`src/include/core_defs.svh`:
```
`ifndef CORE_DEFS_SVH
`define CORE_DEFS_SVH

// Datapath and address width
`define DATA_W    32

// Register file geometry
`define REG_AW    5
`define NUM_REGS  32

// Opcode sits in the top four bits
`define OPC_MSB   31
`define OPC_LSB   28

// Register fields, five bits each, below the opcode
`define RD_LSB    23
`define RS1_LSB   18
`define RS2_LSB   13

// Sign-extended immediate in the low bits
`define IMM_W     12

`endif

```
`src/rtl/core_pkg.sv`:
```
package core_pkg;

`include "core_defs.svh"

    // Instruction opcodes
    typedef enum logic [`OPC_MSB-`OPC_LSB:0] {
        OP_NOP  = 4'd0,
        OP_ADD  = 4'd1,
        OP_SUB  = 4'd2,
        OP_AND  = 4'd3,
        OP_OR   = 4'd4,
        OP_XOR  = 4'd5,
        OP_ADDI = 4'd6,
        OP_LW   = 4'd7,
        OP_SW   = 4'd8
    } opcode_e;

    typedef enum logic [2:0] {
        ALU_ADD,
        ALU_SUB,
        ALU_AND,
        ALU_OR,
        ALU_XOR
    } alu_op_e;

    // What an instruction does once it leaves decode
    typedef struct packed {
        alu_op_e alu_op;
        logic    use_imm;
        logic    reg_alu_wen;
        logic    reg_mem_wen;
        logic    mem_we;
        logic    mem_en;
    } ctrl_t;

    localparam ctrl_t CTRL_NOP = '{alu_op: ALU_ADD, default: 1'b0};

endpackage

```
`src/rtl/bus_pkg.sv`:
```
package bus_pkg;

    // Wishbone classic master sequencing
    typedef enum logic [1:0] {
        WBM_IDLE,
        WBM_BUSY,
        WBM_DONE
    } wbm_state_e;

    // Kind of access the memory stage must run
    typedef enum logic [1:0] {
        BUS_NONE,
        BUS_READ,
        BUS_WRITE
    } bus_kind_e;

endpackage

```
`src/rtl/stage_if.sv`:
```
`timescale 1ns/10ps
`include "core_defs.svh"

// Decode to execute bundle
interface id_ex_if import core_pkg::*; ();
    logic               valid;
    ctrl_t              ctrl;
    logic [`REG_AW-1:0] rd_addr;
    logic [`REG_AW-1:0] rs1_addr;
    logic [`REG_AW-1:0] rs2_addr;
    logic [`DATA_W-1:0] rs1_data;
    logic [`DATA_W-1:0] rs2_data;
    logic [`DATA_W-1:0] imm;

    modport producer (
        output valid, ctrl, rd_addr, rs1_addr, rs2_addr, rs1_data, rs2_data, imm
    );
    modport consumer (
        input  valid, ctrl, rd_addr, rs1_addr, rs2_addr, rs1_data, rs2_data, imm
    );
endinterface

// Execute to memory bundle
interface ex_mem_if import core_pkg::*; ();
    logic               valid;
    ctrl_t              ctrl;
    logic [`REG_AW-1:0] rd_addr;
    logic [`DATA_W-1:0] alu_result;
    logic [`DATA_W-1:0] store_data;

    modport producer (
        output valid, ctrl, rd_addr, alu_result, store_data
    );
    modport consumer (
        input  valid, ctrl, rd_addr, alu_result, store_data
    );
endinterface

```
`src/rtl/decode_stage.sv`:
```
`timescale 1ns/10ps
`include "core_defs.svh"

module decode_stage import core_pkg::*; (
    input  logic               clk_i,
    input  logic               rst_n_i,
    // Instruction input
    input  logic [`DATA_W-1:0] instr_i,
    input  logic               instr_valid_i,
    output logic               instr_ready_o,
    // Freeze from the memory stage
    input  logic               hold_i,
    // Register file write from write-back
    input  logic               rf_we_i,
    input  logic [`REG_AW-1:0] rf_waddr_i,
    input  logic [`DATA_W-1:0] rf_wdata_i,
    // Instruction currently in execute
    input  logic [`REG_AW-1:0] ex_mem_rd_i,
    input  logic               ex_is_load_i,
    id_ex_if.producer          id_ex
);

    logic [`DATA_W-1:0] instr_q;
    logic               instr_vld_q;
    logic [`DATA_W-1:0] regs [`NUM_REGS];

    opcode_e            opcode;
    logic [`REG_AW-1:0] rd;
    logic [`REG_AW-1:0] rs1;
    logic [`REG_AW-1:0] rs2;
    logic [`DATA_W-1:0] imm;
    logic [`DATA_W-1:0] rs1_data;
    logic [`DATA_W-1:0] rs2_data;
    ctrl_t              ctrl;
    logic               uses_rs2;
    logic               stall;

    ////////////////////
    // Decode
    ////////////////////

    assign opcode = opcode_e'(instr_q[`OPC_MSB:`OPC_LSB]);
    assign rd     = instr_q[`RD_LSB  +: `REG_AW];
    assign rs1    = instr_q[`RS1_LSB +: `REG_AW];
    assign rs2    = instr_q[`RS2_LSB +: `REG_AW];
    assign imm    = {{(`DATA_W-`IMM_W){instr_q[`IMM_W-1]}}, instr_q[`IMM_W-1:0]};

    always_comb begin
        case (opcode)
            OP_ADD:  ctrl = '{alu_op: ALU_ADD, reg_alu_wen: 1'b1, default: 1'b0};
            OP_SUB:  ctrl = '{alu_op: ALU_SUB, reg_alu_wen: 1'b1, default: 1'b0};
            OP_AND:  ctrl = '{alu_op: ALU_AND, reg_alu_wen: 1'b1, default: 1'b0};
            OP_OR:   ctrl = '{alu_op: ALU_OR,  reg_alu_wen: 1'b1, default: 1'b0};
            OP_XOR:  ctrl = '{alu_op: ALU_XOR, reg_alu_wen: 1'b1, default: 1'b0};
            OP_ADDI: ctrl = '{alu_op: ALU_ADD, use_imm: 1'b1, reg_alu_wen: 1'b1, default: 1'b0};
            OP_LW:   ctrl = '{alu_op: ALU_ADD, use_imm: 1'b1, reg_mem_wen: 1'b1,
                              mem_en: 1'b1, default: 1'b0};
            OP_SW:   ctrl = '{alu_op: ALU_ADD, use_imm: 1'b1, mem_we: 1'b1,
                              mem_en: 1'b1, default: 1'b0};
            default: ctrl = CTRL_NOP;
        endcase
        // Results aimed at x0 are dropped here
        if (rd == '0) begin
            ctrl.reg_alu_wen = 1'b0;
            ctrl.reg_mem_wen = 1'b0;
        end
    end

    // Register file read with write-through
    always_comb begin
        rs1_data = regs[rs1];
        rs2_data = regs[rs2];
        if (rf_we_i && rf_waddr_i == rs1) begin
            rs1_data = rf_wdata_i;
        end
        if (rf_we_i && rf_waddr_i == rs2) begin
            rs2_data = rf_wdata_i;
        end
        if (rs1 == '0) begin
            rs1_data = '0;
        end
        if (rs2 == '0) begin
            rs2_data = '0;
        end
    end

    always_ff @(posedge clk_i) begin
        if (rf_we_i) begin
            regs[rf_waddr_i] <= rf_wdata_i;
        end
    end

    ////////////////////
    // Load-use hazard
    ////////////////////

    // Immediate forms leave rs2 unused, stores still read it
    assign uses_rs2 = !ctrl.use_imm || ctrl.mem_we;
    assign stall    = instr_vld_q && ex_is_load_i && (ex_mem_rd_i != '0) &&
                      ((ex_mem_rd_i == rs1) || (uses_rs2 && ex_mem_rd_i == rs2));

    assign instr_ready_o = !hold_i && !stall;

    always_ff @(posedge clk_i, negedge rst_n_i) begin
        if (!rst_n_i) begin
            instr_vld_q <= 1'b0;
            id_ex.valid <= 1'b0;
            id_ex.ctrl  <= CTRL_NOP;
        end else if (!hold_i) begin
            if (!stall) begin
                instr_vld_q <= instr_valid_i;
            end
            // A stall sends a bubble into execute
            id_ex.valid <= instr_vld_q && !stall;
            id_ex.ctrl  <= ctrl;
        end
    end

    always_ff @(posedge clk_i) begin
        if (instr_valid_i && instr_ready_o) begin
            instr_q <= instr_i;
        end
        if (!hold_i) begin
            id_ex.rd_addr  <= rd;
            id_ex.rs1_addr <= rs1;
            id_ex.rs2_addr <= rs2;
            id_ex.rs1_data <= rs1_data;
            id_ex.rs2_data <= rs2_data;
            id_ex.imm      <= imm;
        end else begin
            // Write-back drains during a freeze, so catch its result here
            if (rf_we_i && rf_waddr_i == id_ex.rs1_addr) begin
                id_ex.rs1_data <= rf_wdata_i;
            end
            if (rf_we_i && rf_waddr_i == id_ex.rs2_addr) begin
                id_ex.rs2_data <= rf_wdata_i;
            end
        end
    end

    // Write-back never targets x0
    a_no_x0_write: assert property (
        @(posedge clk_i) disable iff (!rst_n_i) rf_we_i |-> (rf_waddr_i != '0)
    );

endmodule

```
`src/rtl/execute_stage.sv`:
```
`timescale 1ns/10ps
`include "core_defs.svh"

module execute_stage import core_pkg::*; (
    input  logic               clk_i,
    input  logic               rst_n_i,
    input  logic               hold_i,
    id_ex_if.consumer          id_ex,
    ex_mem_if.producer         ex_mem,
    // Forwarding from the memory stage
    input  logic [`REG_AW-1:0] fwd_mem_rd_i,
    input  logic               fwd_mem_wen_i,
    input  logic [`DATA_W-1:0] fwd_mem_data_i,
    // Forwarding from write-back
    input  logic [`REG_AW-1:0] rd_addr_wb_i,
    input  logic               reg_alu_wen_wb_i,
    input  logic               reg_mem_wen_wb_i,
    input  logic [`DATA_W-1:0] alu_result_wb_i,
    input  logic [`DATA_W-1:0] mem_rdata_wb_i,
    // Hazard report to decode
    output logic [`REG_AW-1:0] ex_rd_o,
    output logic               ex_is_load_o
);

    logic               wb_wen;
    logic [`DATA_W-1:0] wb_data;
    logic [`DATA_W-1:0] op_a;
    logic [`DATA_W-1:0] op_b_reg;
    logic [`DATA_W-1:0] op_b;
    logic [`DATA_W-1:0] alu_result;

    assign wb_wen  = reg_alu_wen_wb_i || reg_mem_wen_wb_i;
    assign wb_data = reg_mem_wen_wb_i ? mem_rdata_wb_i : alu_result_wb_i;

    // Youngest producer wins
    function automatic logic [`DATA_W-1:0] pick_operand(
        input logic [`REG_AW-1:0] addr,
        input logic [`DATA_W-1:0] reg_data
    );
        logic [`DATA_W-1:0] value;
        value = reg_data;
        if (fwd_mem_wen_i && fwd_mem_rd_i == addr) begin
            value = fwd_mem_data_i;
        end else if (wb_wen && rd_addr_wb_i == addr) begin
            value = wb_data;
        end
        return value;
    endfunction

    always_comb begin
        op_a     = pick_operand(id_ex.rs1_addr, id_ex.rs1_data);
        op_b_reg = pick_operand(id_ex.rs2_addr, id_ex.rs2_data);
        op_b     = id_ex.ctrl.use_imm ? id_ex.imm : op_b_reg;
    end

    always_comb begin
        case (id_ex.ctrl.alu_op)
            ALU_SUB: alu_result = op_a - op_b;
            ALU_AND: alu_result = op_a & op_b;
            ALU_OR:  alu_result = op_a | op_b;
            ALU_XOR: alu_result = op_a ^ op_b;
            default: alu_result = op_a + op_b;
        endcase
    end

    assign ex_rd_o      = id_ex.rd_addr;
    assign ex_is_load_o = id_ex.valid && id_ex.ctrl.reg_mem_wen;

    always_ff @(posedge clk_i, negedge rst_n_i) begin
        if (!rst_n_i) begin
            ex_mem.valid <= 1'b0;
            ex_mem.ctrl  <= CTRL_NOP;
        end else if (!hold_i) begin
            ex_mem.valid <= id_ex.valid;
            ex_mem.ctrl  <= id_ex.ctrl;
        end
    end

    always_ff @(posedge clk_i) begin
        if (!hold_i) begin
            ex_mem.rd_addr    <= id_ex.rd_addr;
            ex_mem.alu_result <= alu_result;
            ex_mem.store_data <= op_b_reg;
        end
    end

endmodule

```
`src/rtl/mem_stage.sv`:
```
`timescale 1ns/10ps
`include "core_defs.svh"

module mem_stage import bus_pkg::*; (
    input  logic               clk_i,
    input  logic               rst_n_i,
    ex_mem_if.consumer         ex_mem,
    output logic               hold_o,
    // Wishbone classic master
    output logic               wb_cyc_o,
    output logic               wb_stb_o,
    output logic               wb_we_o,
    output logic [`DATA_W-1:0] wb_adr_o,
    output logic [`DATA_W-1:0] wb_dat_o,
    input  logic [`DATA_W-1:0] wb_dat_i,
    input  logic               wb_ack_i,
    input  logic               wb_err_i,
    // To write-back
    output logic [`REG_AW-1:0] rd_addr_mem_o,
    output logic [`DATA_W-1:0] alu_result_mem_o,
    output logic [`DATA_W-1:0] mem_rdata_mem_o,
    output logic               reg_alu_wen_mem_o,
    output logic               reg_mem_wen_mem_o,
    output logic               valid_mem_o,
    output logic               flush_wb_o,
    // Forwarding to execute
    output logic [`REG_AW-1:0] fwd_mem_rd_o,
    output logic               fwd_mem_wen_o,
    output logic [`DATA_W-1:0] fwd_mem_data_o
);

    wbm_state_e         state_q;
    bus_kind_e          kind;
    logic [`DATA_W-1:0] rdata_q;
    logic               err_q;

    always_comb begin
        if (!ex_mem.valid || !ex_mem.ctrl.mem_en) begin
            kind = BUS_NONE;
        end else if (ex_mem.ctrl.mem_we) begin
            kind = BUS_WRITE;
        end else begin
            kind = BUS_READ;
        end
    end

    // Freeze the front until the bus cycle has completed
    assign hold_o = (kind != BUS_NONE) && (state_q != WBM_DONE);

    ////////////////////
    // Bus master FSM
    ////////////////////

    always_ff @(posedge clk_i, negedge rst_n_i) begin
        if (!rst_n_i) begin
            state_q  <= WBM_IDLE;
            wb_cyc_o <= 1'b0;
            wb_stb_o <= 1'b0;
            wb_we_o  <= 1'b0;
            err_q    <= 1'b0;
        end else begin
            case (state_q)
                WBM_IDLE: begin
                    if (kind != BUS_NONE) begin
                        state_q  <= WBM_BUSY;
                        wb_cyc_o <= 1'b1;
                        wb_stb_o <= 1'b1;
                        wb_we_o  <= (kind == BUS_WRITE);
                    end
                end
                WBM_BUSY: begin
                    if (wb_ack_i || wb_err_i) begin
                        state_q  <= WBM_DONE;
                        wb_cyc_o <= 1'b0;
                        wb_stb_o <= 1'b0;
                        err_q    <= wb_err_i;
                    end
                end
                default: state_q <= WBM_IDLE;
            endcase
        end
    end

    always_ff @(posedge clk_i) begin
        if (state_q == WBM_IDLE && kind != BUS_NONE) begin
            wb_adr_o <= ex_mem.alu_result;
            wb_dat_o <= ex_mem.store_data;
        end
        if (state_q == WBM_BUSY && wb_ack_i) begin
            rdata_q <= wb_dat_i;
        end
    end

    ////////////////////
    // Write-back side
    ////////////////////

    assign rd_addr_mem_o     = ex_mem.rd_addr;
    assign alu_result_mem_o  = ex_mem.alu_result;
    assign mem_rdata_mem_o   = rdata_q;
    assign reg_alu_wen_mem_o = ex_mem.ctrl.reg_alu_wen;
    assign reg_mem_wen_mem_o = ex_mem.ctrl.reg_mem_wen;

    // Bubbles go out while the bus is busy
    assign valid_mem_o = ex_mem.valid && !hold_o;

    // Only a faulting load is squashed
    assign flush_wb_o = (state_q == WBM_DONE) && err_q && (kind == BUS_READ);

    assign fwd_mem_rd_o   = ex_mem.rd_addr;
    assign fwd_mem_wen_o  = ex_mem.valid && ex_mem.ctrl.reg_alu_wen;
    assign fwd_mem_data_o = ex_mem.alu_result;

    a_stb_in_cyc: assert property (
        @(posedge clk_i) disable iff (!rst_n_i) wb_stb_o |-> wb_cyc_o
    );

    // Request is held until the slave answers
    a_adr_stable: assert property (
        @(posedge clk_i) disable iff (!rst_n_i)
        (wb_stb_o && !wb_ack_i && !wb_err_i) |=> (wb_stb_o && $stable(wb_adr_o))
    );

endmodule

```
`src/rtl/wb_stage.sv`:
```
`timescale 1ns/10ps
`include "core_defs.svh"

module wb_stage (
    input  logic               clk_i,
    input  logic               rst_n_i,

    // From the memory stage
    input  logic [`REG_AW-1:0] rd_addr_mem_i,
    input  logic [`DATA_W-1:0] alu_result_mem_i,
    input  logic [`DATA_W-1:0] mem_rdata_mem_i,
    input  logic               reg_alu_wen_mem_i,
    input  logic               reg_mem_wen_mem_i,
    input  logic               valid_mem_i,

    // Register file write
    output logic [`DATA_W-1:0] reg_wdata_wb_o,
    output logic               reg_wen_wb_o,

    // Forwarding to execute
    output logic [`REG_AW-1:0] rd_addr_wb_o,
    output logic [`DATA_W-1:0] alu_result_wb_o,
    output logic [`DATA_W-1:0] mem_rdata_wb_o,
    output logic               reg_alu_wen_wb_o,
    output logic               reg_mem_wen_wb_o,

    input  logic               flush_wb_i
);

    ////////////////////
    // MEM to WB register
    ////////////////////

    always_ff @(posedge clk_i, negedge rst_n_i) begin
        if (!rst_n_i) begin
            reg_alu_wen_wb_o <= 1'b0;
            reg_mem_wen_wb_o <= 1'b0;
        end else if (flush_wb_i) begin
            // Faulting load becomes a bubble
            reg_alu_wen_wb_o <= 1'b0;
            reg_mem_wen_wb_o <= 1'b0;
        end else begin
            reg_alu_wen_wb_o <= valid_mem_i && reg_alu_wen_mem_i;
            reg_mem_wen_wb_o <= valid_mem_i && reg_mem_wen_mem_i;
        end
    end

    always_ff @(posedge clk_i) begin
        rd_addr_wb_o    <= rd_addr_mem_i;
        alu_result_wb_o <= alu_result_mem_i;
        mem_rdata_wb_o  <= mem_rdata_mem_i;
    end

    // Load data only when the load enable is set
    always_comb begin
        if (reg_mem_wen_wb_o) begin
            reg_wdata_wb_o = mem_rdata_wb_o;
        end else begin
            reg_wdata_wb_o = alu_result_wb_o;
        end
        reg_wen_wb_o = reg_alu_wen_wb_o || reg_mem_wen_wb_o;
    end

endmodule

```
`src/rtl/pipe_core.sv`:
```
`timescale 1ns/10ps
`include "core_defs.svh"

module pipe_core (
    input  logic               clk_i,
    input  logic               rst_n_i,
    // Instruction stream
    input  logic [`DATA_W-1:0] instr_i,
    input  logic               instr_valid_i,
    output logic               instr_ready_o,
    // Wishbone classic master
    output logic               wb_cyc_o,
    output logic               wb_stb_o,
    output logic               wb_we_o,
    output logic [`DATA_W-1:0] wb_adr_o,
    output logic [`DATA_W-1:0] wb_dat_o,
    input  logic [`DATA_W-1:0] wb_dat_i,
    input  logic               wb_ack_i,
    input  logic               wb_err_i,
    // Retire trace
    output logic               rf_we_o,
    output logic [`REG_AW-1:0] rf_waddr_o,
    output logic [`DATA_W-1:0] rf_wdata_o
);

    logic               hold;
    logic [`REG_AW-1:0] ex_rd;
    logic               ex_is_load;

    logic [`REG_AW-1:0] fwd_mem_rd;
    logic               fwd_mem_wen;
    logic [`DATA_W-1:0] fwd_mem_data;

    logic [`REG_AW-1:0] rd_addr_mem;
    logic [`DATA_W-1:0] alu_result_mem;
    logic [`DATA_W-1:0] mem_rdata_mem;
    logic               reg_alu_wen_mem;
    logic               reg_mem_wen_mem;
    logic               valid_mem;
    logic               flush_wb;

    logic [`DATA_W-1:0] reg_wdata_wb;
    logic               reg_wen_wb;
    logic [`REG_AW-1:0] rd_addr_wb;
    logic [`DATA_W-1:0] alu_result_wb;
    logic [`DATA_W-1:0] mem_rdata_wb;
    logic               reg_alu_wen_wb;
    logic               reg_mem_wen_wb;

    id_ex_if  u_id_ex ();
    ex_mem_if u_ex_mem ();

    decode_stage u_decode (
        .clk_i         (clk_i),
        .rst_n_i       (rst_n_i),
        .instr_i       (instr_i),
        .instr_valid_i (instr_valid_i),
        .instr_ready_o (instr_ready_o),
        .hold_i        (hold),
        .rf_we_i       (reg_wen_wb),
        .rf_waddr_i    (rd_addr_wb),
        .rf_wdata_i    (reg_wdata_wb),
        .ex_mem_rd_i   (ex_rd),
        .ex_is_load_i  (ex_is_load),
        .id_ex         (u_id_ex.producer)
    );

    execute_stage u_execute (
        .clk_i            (clk_i),
        .rst_n_i          (rst_n_i),
        .hold_i           (hold),
        .id_ex            (u_id_ex.consumer),
        .ex_mem           (u_ex_mem.producer),
        .fwd_mem_rd_i     (fwd_mem_rd),
        .fwd_mem_wen_i    (fwd_mem_wen),
        .fwd_mem_data_i   (fwd_mem_data),
        .rd_addr_wb_i     (rd_addr_wb),
        .reg_alu_wen_wb_i (reg_alu_wen_wb),
        .reg_mem_wen_wb_i (reg_mem_wen_wb),
        .alu_result_wb_i  (alu_result_wb),
        .mem_rdata_wb_i   (mem_rdata_wb),
        .ex_rd_o          (ex_rd),
        .ex_is_load_o     (ex_is_load)
    );

    mem_stage u_mem (
        .clk_i             (clk_i),
        .rst_n_i           (rst_n_i),
        .ex_mem            (u_ex_mem.consumer),
        .hold_o            (hold),
        .wb_cyc_o          (wb_cyc_o),
        .wb_stb_o          (wb_stb_o),
        .wb_we_o           (wb_we_o),
        .wb_adr_o          (wb_adr_o),
        .wb_dat_o          (wb_dat_o),
        .wb_dat_i          (wb_dat_i),
        .wb_ack_i          (wb_ack_i),
        .wb_err_i          (wb_err_i),
        .rd_addr_mem_o     (rd_addr_mem),
        .alu_result_mem_o  (alu_result_mem),
        .mem_rdata_mem_o   (mem_rdata_mem),
        .reg_alu_wen_mem_o (reg_alu_wen_mem),
        .reg_mem_wen_mem_o (reg_mem_wen_mem),
        .valid_mem_o       (valid_mem),
        .flush_wb_o        (flush_wb),
        .fwd_mem_rd_o      (fwd_mem_rd),
        .fwd_mem_wen_o     (fwd_mem_wen),
        .fwd_mem_data_o    (fwd_mem_data)
    );

    wb_stage u_wb (
        .clk_i             (clk_i),
        .rst_n_i           (rst_n_i),
        .rd_addr_mem_i     (rd_addr_mem),
        .alu_result_mem_i  (alu_result_mem),
        .mem_rdata_mem_i   (mem_rdata_mem),
        .reg_alu_wen_mem_i (reg_alu_wen_mem),
        .reg_mem_wen_mem_i (reg_mem_wen_mem),
        .valid_mem_i       (valid_mem),
        .reg_wdata_wb_o    (reg_wdata_wb),
        .reg_wen_wb_o      (reg_wen_wb),
        .rd_addr_wb_o      (rd_addr_wb),
        .alu_result_wb_o   (alu_result_wb),
        .mem_rdata_wb_o    (mem_rdata_wb),
        .reg_alu_wen_wb_o  (reg_alu_wen_wb),
        .reg_mem_wen_wb_o  (reg_mem_wen_wb),
        .flush_wb_i        (flush_wb)
    );

    // Retire trace mirrors the register file write
    assign rf_we_o    = reg_wen_wb;
    assign rf_waddr_o = rd_addr_wb;
    assign rf_wdata_o = reg_wdata_wb;

endmodule

```
`config.mk`:
```
export PLATFORM = sky130hd
export DESIGN_NAME = pipe_core
export DESIGN_NICKNAME = d
export VERILOG_FILES = /design/src/rtl/core_pkg.sv /design/src/rtl/bus_pkg.sv /design/src/rtl/stage_if.sv /design/src/rtl/decode_stage.sv /design/src/rtl/execute_stage.sv /design/src/rtl/mem_stage.sv /design/src/rtl/wb_stage.sv /design/src/rtl/pipe_core.sv
export VERILOG_INCLUDE_DIRS = /design/src /design/src/include
export SDC_FILE = /design/constraint.sdc
export NUM_CORES = 2
export LEC_CHECK = 0
export ABC_AREA = 1
export BUFFER_PORTS_ARGS = -buffer_cell sky130_fd_sc_hd__buf_2
export CAP_MARGIN = 10
export CORE_MARGIN = 5
export CORE_UTILIZATION = 35
export DETAILED_ROUTE_END_ITERATION = 10
export HOLD_SLACK_MARGIN = 0.05
export SLEW_MARGIN = 20
export SYNTH_ARGS = -nofsm -noshare
export SYNTH_HDL_FRONTEND = slang
export SYNTH_HIERARCHICAL = 1
export SYNTH_SLANG_ARGS = --single-unit
```
`constraint.sdc`:
```
create_clock -name clk_i -period 12.01 [get_ports clk_i]
set_input_delay 0.6005 -clock clk_i [delete_from_list [all_inputs] [get_ports clk_i]]
set_output_delay 0.6005 -clock clk_i [all_outputs]
set_load 0.05 [all_outputs]
```
==> reports/metrics.yaml <==
floorplanning:
  core-area_sq_mm: 0.209
  die_height_um: 468
  die_area_sq_mm: 0.219
  die_w_um: 468
  rows: 168
  num_io_pins: 175
  start_util_pct: 35.1
timing:
  period_minus_slack_ns: 6.63
  slew_headroom_pct: 25.3
  hold_viol: 0
  slew_violations: 0
  fin_setup_tns_ns: 0
  tightest_slew_ns: 1.12
  fin_skew_ns: 0.0542
  fmax_mhz: 151
  finalCritPeriodShare_pct: 55.2
  rsz0062_at_grt: "no"
  final-setup-viol-count: 0
clocking:
  h-tree-depth: 4
  clk_path_buf_depth: 3
  cts_root_buf: "clkbuf_16"
  numCtsBuffers: 159
  cts_tree: "done"
  clock_insertion_delay_worst_skew_ns: 0.82
  cts.sinks: 1420
  cts_setup_buffers: 0
  cts.clk_slew.worst_paths_ns: 0.06
global_routing:
  gr-total-overflow: 0
  grt_pass1_wl_mm: 349
  grt_pass1_vias: 53800
  grt_max_degree: 234
  track_usage_pct: 21.1
  antenna_found_initial: 6
cells_and_area:
  fin_nets: 7659
  drive_gt1_share_pct: 10.4
  areaGrowthSynthToFinish_pct: 10.9
  post-route-util_pct: 38.9
worst_hold_path:
  min_path_cells: 4
  hp-class: "primary input to flop"
  hold_path_end: "u_mem/state_q[0]$_DFFE_PN0P_"
  hp-start: "wb_ack_i"
power_and_ir_drop:
  p_leak_nw: 30.6
  max-vdd-ir-drop_uv: 163
  p_per_area_mw_per_mm2: 197
flow_run:
  cap_viol_max_count: 0
placed_design:
  portBuffers: 173
  globalplace.congestion: 0.907
  hpwl_mm: 139
yosys:
  synthesis.area_sq_mm: 0.0735
  postSynthCellCount: 7603
  yosysWarningCount: 6
  syn_area_per_cell_sq_um: 9.67
  syn_nets: 7769
route:
  drt_iter0_drc: 7464
  drc: 0
  ant_nets: 0
  routed_wl_mm: 241
  via_per_inst: 5.59
  wl_per_cell_um: 23.1
  first_pass_iters: 8
  vias: 58300
setup_path:
  r2r_slack_ns: 5.38
  path_class: "flop to flop"
  cp.required_ns: 12.52
  r2r-start: "u_wb/reg_mem_wen_wb_o$_DFF_PN0_"
  cp_slowest_cell: "buf_4"
  reg2reg_depth: 28
  max_stage_delay_ns: 0.54
  endpoint_kind: "flop"
  rr_endpoint: "u_execute/ex_mem.alu_result[27]$_DFFE_PN_"
  cp-startpoint: "u_wb/reg_mem_wen_wb_o$_DFF_PN0_"
  startpoint_type: "flop"
  crit_fanout: 69
  critPathMostFrequentCell: "nand2_1"
  crit_arrival_ns: 7.14
run_status:
  status: "finished clean"
==> per-stage QoR <==
step	cell area (sq um)	total power, mW	cells	hold slack, ns	setup WS, ns
global placement	75600	11.1	10100	0.331	5.39
global route	81500	16.8	10400	0.189	4.97
detailed placement	75600	11.2	10100	0.328	5.45
floorplan	73500	9.81	7603	0.305	6.84
CTS	81500	16.1	10400	0.129	5.42
finish	81500	16.1	10400	0.192	5.38
==> layer usage <==
layer	vias up	track usage, %	wire length [um]
li1	26600	-	-
met1	28000	28.5	98700
met2	3128	32.5	106000
met3	593	5.27	26100
met4	2	8.31	10100
met5	-	0	13
==> layout by cell type (no fill, tap or decap), types with 65 or more instances in the layout <==
cell type and n:
buf_4 127, clkbuf_16 163, inv_1 700, edfxtp_1 1311, nand2_1 1400, o21ai_0 536, a21oi_1 582, o211ai_1 480
dfxtp_1 77, dlygate4sd3_1 65, ha_1 96, o21ai_1 140, buf_2 173, nand3_1 1063, nor2_1 95
==> registers in the layout (all words and copies together), names as in the netlist, 5 cells and up, named ones only <==
register,flops
u_decode/ctrl,6
u_decode/id_ex.ctrl,8
u_decode/id_ex.imm,12
u_decode/id_ex.rd_addr,5
u_decode/id_ex.rs1_addr,5
u_decode/id_ex.rs1_data,32
u_decode/id_ex.rs2_addr,5
u_decode/id_ex.rs2_data,32
u_decode/instr_q,31
u_decode/regs,1024
u_execute/ex_mem.alu_result,32
u_execute/ex_mem.rd_addr,5
u_execute/ex_mem.store_data,32
u_mem/mem_rdata_mem_o,32
u_mem/wb_adr_o,32
u_mem/wb_dat_o,32
u_wb/alu_result_wb_o,32
u_wb/mem_rdata_wb_o,32
u_wb/rd_addr_wb_o,5
==> power by group <==
group	internal, mW	switching, mW	total (mW)
registers	6.40	0.299	6.70
clock network	2.85	2.04	4.89
logic	1.17	3.33	4.51
total	10.4	5.67	16.1
==> final cells by class <==
type,count,area (sq um)
Timing Repair Buffer,372,2610
Multi-Input combinational cell,4809,25700
Fill cell,20200,128000
Sequential cell,1420,41700
Clock inverter,72,850
Clock buffer,217,4380
Antenna cell,5,12.5
Tap cell,2805,3510
Inverter,731,2760
==> repair_timing <==
action                                 in CTS  in global routing
endpoints found under the hold margin      94                  0
hold buffers                               65                  0
resized for setup                           0                  0
==> critical path, delay by kind of cell, from the launching register on <==
family | cells | cell delay, ns
AND/OR/NAND/NOR | 18 | 2.74
buffers and inverters | 2 | 1.02
flip-flops | 1 | 0.34
XOR/XNOR | 1 | 0.06
adder cells (fa/ha/maj) | 2 | 0.49
AO/OA/AOI/OAI | 5 | 1.64
==> worst max-delay path by stage <==
stage	slack, ns	end
after floorplan	6.84	u_decode/id_ex.rs1_data[0]$_DFFE_PP_
after detailed placement	5.45	u_execute/ex_mem.alu_result[27]$_DFFE_PN_
after global routing	4.97	u_execute/ex_mem.alu_result[26]$_DFFE_PN_
after CTS	5.42	u_execute/ex_mem.alu_result[27]$_DFFE_PN_
after global placement	5.39	u_execute/ex_mem.alu_result[27]$_DFFE_PN_
final	5.38	u_execute/ex_mem.alu_result[27]$_DFFE_PN_
No activity file was read; power rests on OpenSTA's default activity.
